`config.mk`:
```
export PLATFORM = sky130hd
export DESIGN_NAME = mic_audio_top
export DESIGN_NICKNAME = d
export VERILOG_FILES = /design/src/mic_audio_pkg.sv /design/src/pdm_capture.sv /design/src/fir_decimator.sv /design/src/audio_ctrl_regs.sv /design/src/audio_out_stage.sv /design/src/mic_audio_top.sv
export VERILOG_INCLUDE_DIRS = /design/src /design/src/src
export SDC_FILE = /design/constraint.sdc
export NUM_CORES = 1
export LEC_CHECK = 0
export BUFFER_PORTS_ARGS = -buffer_cell sky130_fd_sc_hd__buf_4
export CAP_MARGIN = 0
export CORE_ASPECT_RATIO = 0.5
export CORE_MARGIN = 10
export CORE_UTILIZATION = 58
export CTS_BUF_LIST = sky130_fd_sc_hd__clkbuf_4 sky130_fd_sc_hd__clkbuf_8
export DETAILED_ROUTE_END_ITERATION = 8
export GPL_TIMING_DRIVEN = 0
export HOLD_SLACK_MARGIN = 0.02
export PLACE_DENSITY_LB_ADDON = 0.1
export SYNTH_ARGS = -nofsm -noshare
export SYNTH_HDL_FRONTEND = slang
export SYNTH_SLANG_ARGS = --single-unit
```
`constraint.sdc`:
```
create_clock -name clk_m -period 5.3 [get_ports clk_m]
set_clock_uncertainty 0.15 [all_clocks]
set_input_delay 1.06 -clock clk_m [delete_from_list [all_inputs] [get_ports clk_m]]
set_output_delay 1.06 -clock clk_m [all_outputs]
set_load 0.03 [all_outputs]
```
`src/mic_cfg.svh`:
```
`ifndef MIC_CFG_SVH
`define MIC_CFG_SVH

// clk_m cycles per mic clock period, high for the first half
`define MIC_CLK_DIV 8

// mic ticks tallied into one PCM sample
`define MIC_PDM_WINDOW 64

// signed PCM sample width
`define MIC_SAMPLE_W 16

// normalizes the 1,3,3,1 tap sum back to unity gain
`define MIC_FIR_SHIFT 3

`endif

```
`src/mic_audio_pkg.sv`:
```
`include "mic_cfg.svh"

package mic_audio_pkg;

  // one audio beat, valid for a single cycle and never stalled
  typedef struct packed {
    logic signed [`MIC_SAMPLE_W-1:0] sample;
    logic                            valid;
  } pcm_beat_t;

  typedef enum logic [1:0] {
    SRC_RAW     = 2'd0,  // straight from the pdm tally
    SRC_HALF    = 2'd1,  // after dec_a
    SRC_QUARTER = 2'd2,  // after dec_b
    SRC_SILENT  = 2'd3
  } audio_src_e;

  typedef enum logic [1:0] {
    SPK_PDM  = 2'd0,  // sigma-delta of the monitor level
    SPK_PASS = 2'd1,  // raw mic bit
    SPK_MUTE = 2'd2
  } spk_mode_e;

  typedef enum logic {
    CTRL_IDLE = 1'b0,
    CTRL_ACK  = 1'b1
  } ctrl_state_e;

  localparam logic [1:0] CFG_SEL_GAIN  = 2'd1;
  localparam logic [1:0] CFG_SEL_ROUTE = 2'd2;

  typedef struct packed {
    logic [1:0]  sel;
    logic [10:0] rsvd;
    logic [2:0]  volume;
  } cfg_gain_t;

  typedef struct packed {
    logic [1:0] sel;
    logic [9:0] rsvd;
    audio_src_e src;
    spk_mode_e  mode;
  } cfg_route_t;

  // selector sits in the top two bits of both views
  typedef union packed {
    cfg_gain_t  gain;
    cfg_route_t route;
  } cfg_word_u;

endpackage

```
`src/pdm_capture.sv`:
```
`timescale 1ns/100ps
`include "mic_cfg.svh"

module pdm_capture import mic_audio_pkg::*; (
  input  logic      clk_m,
  input  logic      reset,
  input  logic      mic_data,
  output logic      mic_clk,
  output logic      mic_tick,
  output logic      mic_bit,
  output pcm_beat_t beat
);

  localparam int SW      = `MIC_SAMPLE_W;
  localparam int DIV_W   = $clog2(`MIC_CLK_DIV);
  localparam int WIN_W   = $clog2(`MIC_PDM_WINDOW);
  localparam int TALLY_W = WIN_W + 1;  // must hold a full window of ones

  logic [DIV_W-1:0]   div_cnt;
  logic [WIN_W-1:0]   win_cnt;
  logic [TALLY_W-1:0] tally;
  logic [TALLY_W-1:0] ones;      // tally including the bit arriving now
  logic               win_last;

  assign ones     = tally + TALLY_W'(mic_data);
  assign win_last = (win_cnt == WIN_W'(`MIC_PDM_WINDOW - 1));

  always_ff @(posedge clk_m) begin
    if (reset) begin
      div_cnt  <= '0;
      mic_clk  <= 1'b0;
      mic_tick <= 1'b0;
    end else begin
      div_cnt  <= (div_cnt == DIV_W'(`MIC_CLK_DIV - 1)) ? '0 : div_cnt + 1'b1;
      mic_clk  <= (div_cnt < DIV_W'(`MIC_CLK_DIV / 2));
      mic_tick <= (div_cnt == '0);  // first cycle of the high phase
    end
  end

  always_ff @(posedge clk_m) begin
    if (reset) begin
      win_cnt    <= '0;
      tally      <= '0;
      mic_bit    <= 1'b0;
      beat.valid <= 1'b0;
    end else begin
      beat.valid <= mic_tick && win_last;
      if (mic_tick) begin
        mic_bit <= mic_data;
        win_cnt <= win_last ? '0 : win_cnt + 1'b1;
        tally   <= win_last ? '0 : ones;
        if (win_last) begin
          // centre the count: 2*ones - window
          beat.sample <= (SW'(ones) <<< 1) - SW'(`MIC_PDM_WINDOW);
        end
      end
    end
  end

endmodule

```
`src/fir_decimator.sv`:
```
`timescale 1ns/100ps
`include "mic_cfg.svh"

module fir_decimator import mic_audio_pkg::*; (
  input  logic      clk_m,
  input  logic      reset,
  input  pcm_beat_t in_beat,
  output pcm_beat_t out_beat
);

  localparam int SW    = `MIC_SAMPLE_W;
  localparam int SUM_W = SW + 3;  // headroom for a tap weight of 8

  // the arriving sample plus three held ones form the four-tap line
  logic signed [SW-1:0]    hist [3];
  logic                    phase;
  logic signed [SUM_W-1:0] x0;
  logic signed [SUM_W-1:0] x1;
  logic signed [SUM_W-1:0] x2;
  logic signed [SUM_W-1:0] x3;
  logic signed [SUM_W-1:0] sum;
  logic signed [SUM_W-1:0] scaled;

  assign x0 = SUM_W'(in_beat.sample);
  assign x1 = SUM_W'(hist[0]);
  assign x2 = SUM_W'(hist[1]);
  assign x3 = SUM_W'(hist[2]);

  // taps 1,3,3,1
  assign sum    = x0 + (x1 <<< 1) + x1 + (x2 <<< 1) + x2 + x3;
  assign scaled = sum >>> `MIC_FIR_SHIFT;  // floors toward minus infinity

  always_ff @(posedge clk_m) begin
    if (in_beat.valid) begin
      hist[0] <= in_beat.sample;
      hist[1] <= hist[0];
      hist[2] <= hist[1];
    end
  end

  always_ff @(posedge clk_m) begin
    if (reset) begin
      phase          <= 1'b0;
      out_beat.valid <= 1'b0;
    end else begin
      out_beat.valid <= in_beat.valid && phase;
      if (in_beat.valid) begin
        phase <= ~phase;
      end
    end
  end

  // payload only matters when valid goes out
  always_ff @(posedge clk_m) begin
    if (in_beat.valid && phase) begin
      out_beat.sample <= SW'(scaled);
    end
  end

endmodule

```
`src/audio_ctrl_regs.sv`:
```
`timescale 1ns/100ps

module audio_ctrl_regs import mic_audio_pkg::*; (
  input  logic       clk_m,
  input  logic       reset,
  input  logic       cfg_req,
  input  cfg_word_u  cfg_word,
  output logic       cfg_ack,
  output logic [2:0] volume,
  output audio_src_e src,
  output spk_mode_e  spk_mode
);

  ctrl_state_e state;

  assign cfg_ack = (state == CTRL_ACK);

  always_ff @(posedge clk_m) begin
    if (reset) begin
      state    <= CTRL_IDLE;
      volume   <= 3'd7;      // full scale
      src      <= SRC_RAW;
      spk_mode <= SPK_MUTE;  // quiet until the host asks
    end else begin
      case (state)
        CTRL_IDLE: begin
          if (cfg_req) begin
            state <= CTRL_ACK;
            // word is stable while req is high
            case (cfg_word.gain.sel)
              CFG_SEL_GAIN: begin
                volume <= cfg_word.gain.volume;
              end
              CFG_SEL_ROUTE: begin
                src      <= cfg_word.route.src;
                spk_mode <= cfg_word.route.mode;
              end
              default: begin
                // other selectors are acked and dropped
              end
            endcase
          end
        end
        CTRL_ACK: begin
          if (!cfg_req) begin
            state <= CTRL_IDLE;  // ack drops next cycle
          end
        end
      endcase
    end
  end

endmodule

```
`src/audio_out_stage.sv`:
```
`timescale 1ns/100ps
`include "mic_cfg.svh"

module audio_out_stage import mic_audio_pkg::*; (
  input  logic       clk_m,
  input  logic       reset,
  input  pcm_beat_t  raw,
  input  pcm_beat_t  half,
  input  pcm_beat_t  quarter,
  input  logic [2:0] volume,
  input  audio_src_e src,
  input  spk_mode_e  spk_mode,
  input  logic       mic_tick,
  input  logic       mic_bit,
  output pcm_beat_t  monitor,
  output logic       spk
);

  localparam int SW = `MIC_SAMPLE_W;
  localparam logic signed [SW-1:0] LVL_MAX = 127;
  localparam logic signed [SW-1:0] LVL_MIN = -128;

  pcm_beat_t            sel_beat;
  logic [2:0]           shift;
  logic signed [SW-1:0] scaled;
  logic signed [7:0]    level;
  logic [7:0]           level_u;  // level offset by 128
  logic [7:0]           acc;
  logic                 pdm_bit;

  always_comb begin
    case (src)
      SRC_RAW:     sel_beat = raw;
      SRC_HALF:    sel_beat = half;
      SRC_QUARTER: sel_beat = quarter;
      default:     sel_beat = '{sample: '0, valid: raw.valid};  // zeros at the raw rate
    endcase
  end

  assign shift  = 3'd7 - volume;
  assign scaled = $signed(sel_beat.sample) >>> shift;

  always_ff @(posedge clk_m) begin
    if (reset) begin
      monitor.valid <= 1'b0;
    end else begin
      monitor.valid <= sel_beat.valid;
    end
    if (sel_beat.valid) begin
      monitor.sample <= scaled;  // held until the next beat
    end
  end

  // saturate the held sample to what the modulator can take
  assign level = (monitor.sample > LVL_MAX) ? 8'sd127 :
                 (monitor.sample < LVL_MIN) ? -8'sd128 : monitor.sample[7:0];
  assign level_u = {~level[7], level[6:0]};

  always_ff @(posedge clk_m) begin
    if (reset) begin
      acc     <= '0;
      pdm_bit <= 1'b0;
    end else if (mic_tick) begin
      {pdm_bit, acc} <= {1'b0, acc} + {1'b0, level_u};  // carry out is the density bit
    end
  end

  always_comb begin
    case (spk_mode)
      SPK_PDM:  spk = pdm_bit;
      SPK_PASS: spk = mic_bit;
      default:  spk = 1'b0;
    endcase
  end

endmodule

```
`src/mic_audio_top.sv`:
```
`timescale 1ns/100ps

module mic_audio_top import mic_audio_pkg::*; (
  input  logic      clk_m,
  input  logic      reset,
  input  logic      mic_data,
  output logic      mic_clk,
  input  logic      cfg_req,
  input  cfg_word_u cfg_word,
  output logic      cfg_ack,
  output pcm_beat_t monitor,
  output logic      spk
);

  pcm_beat_t  raw_beat;
  pcm_beat_t  half_beat;
  pcm_beat_t  quarter_beat;
  logic       mic_tick;
  logic       mic_bit;
  logic [2:0] volume;
  audio_src_e src;
  spk_mode_e  spk_mode;

  pdm_capture capture (
    .clk_m    (clk_m),
    .reset    (reset),
    .mic_data (mic_data),
    .mic_clk  (mic_clk),
    .mic_tick (mic_tick),
    .mic_bit  (mic_bit),
    .beat     (raw_beat)
  );

  fir_decimator dec_a (
    .clk_m    (clk_m),
    .reset    (reset),
    .in_beat  (raw_beat),
    .out_beat (half_beat)
  );

  fir_decimator dec_b (
    .clk_m    (clk_m),
    .reset    (reset),
    .in_beat  (half_beat),
    .out_beat (quarter_beat)
  );

  audio_ctrl_regs regs (
    .clk_m    (clk_m),
    .reset    (reset),
    .cfg_req  (cfg_req),
    .cfg_word (cfg_word),
    .cfg_ack  (cfg_ack),
    .volume   (volume),
    .src      (src),
    .spk_mode (spk_mode)
  );

  audio_out_stage out_stage (
    .clk_m    (clk_m),
    .reset    (reset),
    .raw      (raw_beat),
    .half     (half_beat),
    .quarter  (quarter_beat),
    .volume   (volume),
    .src      (src),
    .spk_mode (spk_mode),
    .mic_tick (mic_tick),
    .mic_bit  (mic_bit),
    .monitor  (monitor),
    .spk      (spk)
  );

endmodule

```
# == After elaboration in Yosys (flattened, before gate mapping) ==
# Memory sizes are Yosys's and may differ from the RTL's.
# Index checks and enable logic that the tools add are counted.
# totals
ff_bits,99
latch_bits,0
mem_bits_rw,96
romBits,0
inputBits,20
out_inout_bits,20
memories,2
# classes
n_addsub,16
n_mul,0
div,0
order_cmp,3
n_eq_ne,7
shift,1
mux,11
n_bitwise,5
n_reduce_logical,10
# memory_table
name,words,word_bits,rd,rd_ports_with_merged_regs,wr,line,rtl
dec_a.hist,3,16,3,0,3,fir_decimator.sv:15,logic signed [SW-1:0] hist [3];
dec_b.hist,3,16,3,0,3,fir_decimator.sv:15,
# ops
op,count
19-bit by 16-bit adder with 19-bit output,4
17-bit one-hot mux with 3 select lines,1
18-bit by 16-bit adder with 19-bit output,2
19-bit by 17-bit adder with 19-bit output,2
16-bit by 17-bit adder with 18-bit output,1
9-bit by 17-bit adder with 18-bit output,1
16-bit by 8-bit > comparator with 1-bit output (second input constant),1
16-bit by 8-bit less-than comparator with 1-bit output (second input constant),1
8-bit 2-to-1 mux,2
16-bit by 3-bit >>> shifter with 16-bit output,1
8-bit by 8-bit adder with 9-bit output,1
3-bit AND reduction,3
8-bit by 7-bit subtractor with 9-bit output (second input constant),1
7-bit by 1-bit adder with 7-bit output,1
7-bit 2-to-1 mux,1
6-bit by 1-bit adder with 6-bit output (second input constant),1
2-bit by 1-bit == test with 1-bit output (second input constant),3
6-bit == test (second input constant),1
6-bit 2-to-1 mux,1
1-bit 2-to-1 mux,5
1-bit inverter,5
2-bit == test (second input constant),2
2-bit logical NOT,2
3-bit by 1-bit adder with 3-bit output (second input constant),1
7 further kinds,9

# == Longest topological paths before layout ==
# Gate-level depths: netlist (run 1).
# logic_depth
word_depth,5
mapped_depth,14
mapped_depth_nobuf,14

# == Hierarchy ==
# A second synthesis (run 1) with hierarchy kept.
# unflattened
hier_cells,1193
area_unflattened_um2,13315.3
# modules_own_cells
module,instances,cells_per_inst,area_per_inst_um2
fir_decimator at dec_a,1,412,4758.3
fir_decimator at dec_b,1,379,4631.9
audio_out_stage,1,245,2329.7
pdm_capture,1,124,1253.7
audio_ctrl_regs,1,33,341.6

# == Worst setup path after synthesis (run 1) ==
# Ideal clock, no wire load.
# synth_path
path_type,register to register
start,register dec_a.out_beat[3] in the netlist's numbering
end,"register dec_b.out_beat[14] in the netlist's numbering, data pin"
setup_time_ns,0.174
t_arrival_ns,3.878
required_ns,4.976
setup_slack_ns,1.098
stages_incl_launch_ff,14
n_path_buf,0
cell_sequence,edfxtp_1 inv_1 fa_1 inv_1 fa_1 inv_1 fa_1 or4b_4 fa_1 nand2b_1 a21o_1 a31o_2 and2_1 a311oi_1
# synth_via
elab_chain_cells,5
# synth_lines
item,line,rtl
from (decl),fir_decimator.sv:8,output pcm_beat_t out_beat
16-bit by 17-bit adder with 18-bit output,fir_decimator.sv:30,assign sum = x0 + (x1 <<< 1) + x1 + (x2 <<< 1) + x2 + x3;
18-bit by 16-bit adder with 19-bit output,fir_decimator.sv:30,
19-bit by 17-bit adder with 19-bit output,fir_decimator.sv:30,
19-bit by 16-bit adder with 19-bit output (2 in series),fir_decimator.sv:30,
net dec_b.sum[16],fir_decimator.sv:21,logic signed [SUM_W-1:0] sum;
to (decl),fir_decimator.sv:8,
# The timed path passes the listed nets, and every way through them passes these cells.
# A chain may end at the register's enable or synchronous reset.

# == Worst setup path after layout (run 1) ==
# Ends and elaborated chain as after synthesis.

==> impl_metrics.tcl, run 1 <==
set metrics [dict create \
    ant_nets 0 \
    grt-busiest-layer "met2" \
    routedWlPerCell_um 16.1 \
    p_per_area_nw_per_um2 213 \
    ys.flop_type "edfxtp_1" \
    grt_pass1_wl_mm 36.7 \
    synth.yosys.seq_area_share_pct 41.1 \
    numCtsBuffers 17 \
    numClockSinks 170 \
    drtIter0Drc 468 \
    async_flop_share_pct 0 \
    io_pins 40 \
    tightest_slew_ns 1.11 \
    path_clk_slew_ns 0.09 \
    rr_worst_depth 13 \
    synthTopCellsByArea "edfxtp_1 34%, fa_1 18%, inv_1 8.2%, dfxtp_1 7.4%, ha_1 5.5%" \
    nFillCells 1535 \
    synth_top_area_cell "edfxtp_1" \
    netlist_instances 1028 \
    core.rowCount 36 \
    use_met1_pct 25.5 \
    io_buffers 29 \
    dpl-instance-area_um2 12000 \
    slew_violations 0 \
    hpwl_mm 16.9 \
    cts_tree "done" \
    area_delta_synth_final_pct 9.04 \
    crit_type "register to register" \
    yosysMostFrequentCell "inv_1" \
    synth_top_cell_area_share_pct 33.7 \
    ff2ff_setup_slack_ns 0.72 \
    cpMaxStageDelayCell "fa_1" \
    cts_buffer_depth 2 \
    yosys_warnings 0 \
    regArea_um2 4690 \
    die_y_um 119 \
    initial_core_util_pct 58.8 \
    place.gp.congestion 0.875 \
    final_hold_viol_count 0 \
    min_period_over_period_pct 86.3 \
    crit_top_cell "fa_1" \
    setup_ws_ns 0.724 \
    hold_path.class "register to register" \
    maxCapViolations 0 \
    post-cts-setup-buffers 0 \
    syn-mean-instance-area_um2 11.1 \
    antenna_found_initial 0 \
    grt_util_met2_pct 26.9 \
    wirelength_mm 21.8 \
    p_leak_nw 5.49 \
    total_power_mw 2.64 \
    slew_headroom_pct 25.1 \
    htreeDepth 4 \
    ctsResizeCount 0 \
    outcome "finished clean" \
    yosys_register_bits 170 \
    final_util_pct 64.1 \
    syn-cell-area_um2 11400 \
    final_nets 1249 \
    dieWidth_um 218 \
    dieArea_um2 26000 \
    antenna_cells 0 \
    root_buffer "clkbuf_8" \
    insertion_delay_ns 0.48 \
    slowest_delay_ns 0.53 \
    grt_max_degree 35 \
    hold_depth 0 \
    final.setup.tns_ns 0 \
    place_ws_ns 0.779 \
    synth_edf_count 128 \
    min_period_ns 4.58 \
    critPathCaptureType "register" \
    reg2reg_from "dec_a.out_beat[3]" \
    cp.required_ns 5.42 \
    drc 0 \
    max_clock_freq_ghz 0.219 \
    multiInputGateArea_um2 5630 \
    cp-start-kind "register" \
    hp-start "dec_a.hist[0][20]" \
    max-vdd-ir-drop_v 0.000167 \
    grt_pass1_vias 7248 \
    crit_fanout 3 \
    core_um2 19400 \
    vias_per_cell 5.26 \
    overflow 0 \
    fin_area_um2 12400 \
    crit_chain "inv_1 > fa_1 > inv_1 > fa_1 > inv_1 > fa_1 > or4b_4 > fa_1 > nand2b_1 > a21o_1 > a31o_2 > and2_1 > a311oi_1" \
    track_usage_pct 17.7 \
    regToRegEndpoint "dec_b.out_beat[14]" \
    rsz0062_at_grt "false" \
    first_pass_iters 5 \
    setup-violations-final 0 \
    drive_above_1_share_pct 8.72 \
    hold_end "dec_a.hist[0][36]" \
    worstPathArrival_ns 4.70 \
    hold_buffers 0 \
    vias 7130 \
    yosys-top-cells-count "250 x inv_1, 128 x edfxtp_1, 102 x fa_1" \
    synth_fp_nets 1200 \
    grtUsageMet3_pct 3.99 \
    ys_types 69 \
]
==> through the flow <==
step | hold WS, ns | std cells
after floorplan | 0.257 | 1028
after global placement | 0.268 | 1323
after detailed placement | 0.282 | 1324
after CTS | 0.295 | 1356
after global routing | 0.304 | 1356
final | 0.291 | 1356
==> logic make-up after synthesis <==
group           after synthesis  synth area share (%)
simple gates                184                  8.35
flops                       170                  41.1
buf+inv                     276                  9.51
fa+ha+maj                   152                  23.4
mux                          53                  5.34
compound gates              153                  9.20
xor+xnor                     40                  3.07
==> worst max-delay path: cells and delay by family, from the launching register on <==
| family | cells | cell delay, ns |
|---|---|---|
| adder cells (fa/ha/maj) | 4 | 1.94 |
| flip-flops | 1 | 0.41 |
| AND/OR/NAND/NOR | 3 | 0.89 |
| AO/OA/AOI/OAI | 3 | 0.79 |
| buffers and inverters | 3 | 0.19 |
==> routing by layer <==
layer | vias to the layer above | part of all wire, %
li1 | 3492 | -
met1 | 3487 | 50
met2 | 138 | 44
met3 | 13 | 5.0
met4 | 0 | 0.80
met5 | - | 0
==> area by class of cell <==
class / instances / share of cell area (%)
flip-flops and latches: 170 / 37.7
clock buffers: 23 / 2.35
plain buffers: 26 / 1.17
well taps: 266 / 2.68
repair buffers: 30 / 1.91
clock inverters: 9 / 1.30
inverters: 250 / 7.55
multi-input cells: 582 / 45.3
==> power by group <==
| part | switching (mW) | internal (mW) | leakage (nW) |
|---|---|---|---|
| logic | 0.0875 | 0.0647 | 3.76 |
| clock network | 0.485 | 0.564 | 0.233 |
| registers | 0.0121 | 1.43 | 1.49 |
| total | 0.584 | 2.06 | 5.49 |
==> worst max path at each step <==
stage / start / endpoint / slack [ns] / cells past startpoint
2_1_floorplan: dec_a.out_beat[3] / dec_b.out_beat[14] / 1.10 / 13
3_3_place_gp: dec_a.out_beat[3] / dec_b.out_beat[14] / 0.81 / 13
3_5_place_dp: dec_a.out_beat[3] / dec_b.out_beat[14] / 0.78 / 13
4_1_cts: dec_a.out_beat[3] / dec_b.out_beat[14] / 0.73 / 13
5_1_grt: dec_a.out_beat[3] / dec_b.out_beat[14] / 0.59 / 13
6_report: dec_a.out_beat[3] / dec_b.out_beat[14] / 0.72 / 13
==> sequential cells by signal (all words and copies together) (netlist names), 6 cells and up <==
register	flops
capture.tally	7
out_stage.monitor	17
dec_b.hist	48
capture.beat	9
dec_a.out_beat	17
out_stage.acc	8
dec_b.out_beat	17
dec_a.hist	24
capture.win_cnt	6
==> placed cells by master (no fill, tap or decap), types with 7 or more instances in the layout <==
cell type / synthesis / routed
edfxtp_1: 128 / 128
ha_1: 50 / 50
xor2_1: 15 / 15
xnor2_1: 25 / 25
and2_1: 12 / 12
a2bb2oi_1: 12 / 12
clkbuf_8: 0 / 19
nor2_1: 52 / 52
o21ai_0: 16 / 16
a21oi_1: 49 / 48
mux2i_1: 45 / 45
inv_1: 250 / 250
dfxtp_1: 42 / 40
nand2b_1: 13 / 13
nor2b_1: 9 / 9
fa_1: 102 / 102
o21a_1: 15 / 15
o22ai_1: 7 / 7
nor3_1: 9 / 9
buf_4: 1 / 30
clkbuf_1: 15 / 15
nand3_1: 17 / 17
nand2_1: 34 / 34
Power figures use the tool's default switching activity.
==> run 2, diff against run 1 <==
GPL_TIMING_DRIVEN = not set   (was 0)
==> impl_metrics.tcl, run 2 (synthesized netlist as in run 1, its figures left out) <==
set metrics [dict create \
    first_pass_iters 5 \
    io_buffers 29 \
    rsz0062_at_grt "false" \
    outcome "finished clean" \
    cts_buffer_depth 2 \
    cp.required_ns 5.42 \
    min_period_ns 4.52 \
    critPathCaptureType "register" \
    numClockSinks 170 \
    core.rowCount 36 \
    antenna_cells 0 \
    crit_fanout 3 \
    cp_num_buf_inv 3 \
    dieArea_um2 26000 \
    maxCapViolations 0 \
    ant_nets 0 \
    vias_per_cell 5.29 \
    p_per_area_nw_per_um2 209 \
    hold_path.class "register to register" \
    overflow 0 \
    wirelength_mm 20.7 \
    layout_common_cells "250 x inv_1, 128 x edfxtp_1, 102 x fa_1" \
    path_clk_slew_ns 0.09 \
    insertion_delay_ns 0.47 \
    hpwl_mm 15.8 \
    total_power_mw 2.56 \
    cp-start-kind "register" \
    top_regs "dec_b.hist x48, dec_a.hist x24" \
    top_register "dec_b.hist" \
    ctsResizeCount 0 \
    crit_top_cell "fa_1" \
    cpMaxStageDelayCell "fa_1" \
    grt_pass1_vias 6983 \
    grt_max_degree 43 \
    vias 7051 \
    place.gp.congestion 0.850 \
    slew_headroom_pct 27.5 \
    core_um2 19400 \
    io_pins 40 \
    cts_tree "done" \
    initial_core_util_pct 58.8 \
    p_leak_nw 5.42 \
    routedWlPerCell_um 15.5 \
    max_clock_freq_ghz 0.221 \
    final.setup.tns_ns 0 \
    final_hold_viol_count 0 \
    nFillCells 1582 \
    hold_buffers 0 \
    max-vdd-ir-drop_v 0.000155 \
    final_common_cell "inv_1" \
    tightest_slew_ns 1.07 \
    slowest_delay_ns 0.53 \
    post-cts-setup-buffers 0 \
    crit_chain "inv_1 > fa_1 > inv_1 > fa_1 > inv_1 > fa_1 > or4b_4 > fa_1 > nand2b_1 > a21o_1 > a31o_2 > and2_1 > a311oi_1" \
    root_buffer "clkbuf_8" \
    largest_register_ffs 48 \
    slew_violations 0 \
    drc 0 \
    dieWidth_um 218 \
    grt_pass1_wl_mm 34.8 \
    numCtsBuffers 17 \
    track_usage_pct 16.7 \
    drive_above_1_share_pct 8.15 \
    antenna_found_initial 0 \
    htreeDepth 4 \
    min_period_over_period_pct 85.3 \
    final_nets 1226 \
    crit_type "register to register" \
    worstPathArrival_ns 4.64 \
    critPathTopFamily "adder cells" \
    die_y_um 119 \
    setup-violations-final 0 \
    area_delta_synth_final_pct 7.43 \
    drtIter0Drc 486 \
]
==> run 2: worst reg2reg max path, cell delays in order, from the launching register on <==
cell and delay (ns):
edfxtp_1 0.40, inv_1 0.08, fa_1 0.53, inv_1 0.05
fa_1 0.53, inv_1 0.06, fa_1 0.47, or4b_4 0.53
fa_1 0.42, nand2b_1 0.18, a21o_1 0.19, a31o_2 0.26
and2_1 0.16, a311oi_1 0.31
==> run 2: path summary, 6_finish.rpt <==
path | from | end | slack (ns) | cells past startpoint
worst min register to register | capture.div_cnt[2] | capture.mic_clk | 0.28 | 1
worst max-delay path | dec_a.out_beat[3] | dec_b.out_beat[14] | 0.78 | 13
worst min-delay path | capture.div_cnt[2] | capture.mic_clk | 0.28 | 1
worst max register to register | dec_a.out_beat[3] | dec_b.out_beat[14] | 0.78 | 13
==> run 2: area by class of cell <==
type / instances / area [um^2] / area share, %
Multi-Input combinational cell: 582 / 5630 / 46.0
Sequential cell: 170 / 4690 / 38.3
Inverter: 250 / 938 / 7.67
Tap cell: 266 / 333 / 2.72
Clock buffer: 21 / 264 / 2.16
Timing Repair Buffer: 33 / 248 / 2.02
Clock inverter: 11 / 146 / 1.20
==> run 2: stage by stage <==
step | instances | setup slack, ns | util (%) | hold WS (ns) | area [um^2]
4_1_cts | 1333 | 0.771 | 63.2 | 0.282 | 12200
3_3_place_gp | 1301 | 0.828 | 61.1 | 0.272 | 11800
6_report | 1333 | 0.781 | 63.2 | 0.281 | 12200
5_1_grt | 1333 | 0.582 | 63.2 | 0.311 | 12200
2_1_floorplan | 1028 | 1.10 | - | 0.257 | 11400
3_5_place_dp | 1301 | 0.806 | 61.1 | 0.267 | 11800
==> run 2: per-layer routing <==
metal / track usage [%] / part of all wire (%)
met2: 25.1 / 44
met5: 0 / 0
met1: 24.3 / 51
met4: 4.48 / 0.94
met3: 3.23 / 3.9
==> run 2: where the power goes <==
group,total (mW),internal (mW),switching [mW]
Combinational,0.131,0.0603,0.0704
Sequential,1.46,1.43,0.0245
Clock,0.972,0.489,0.483
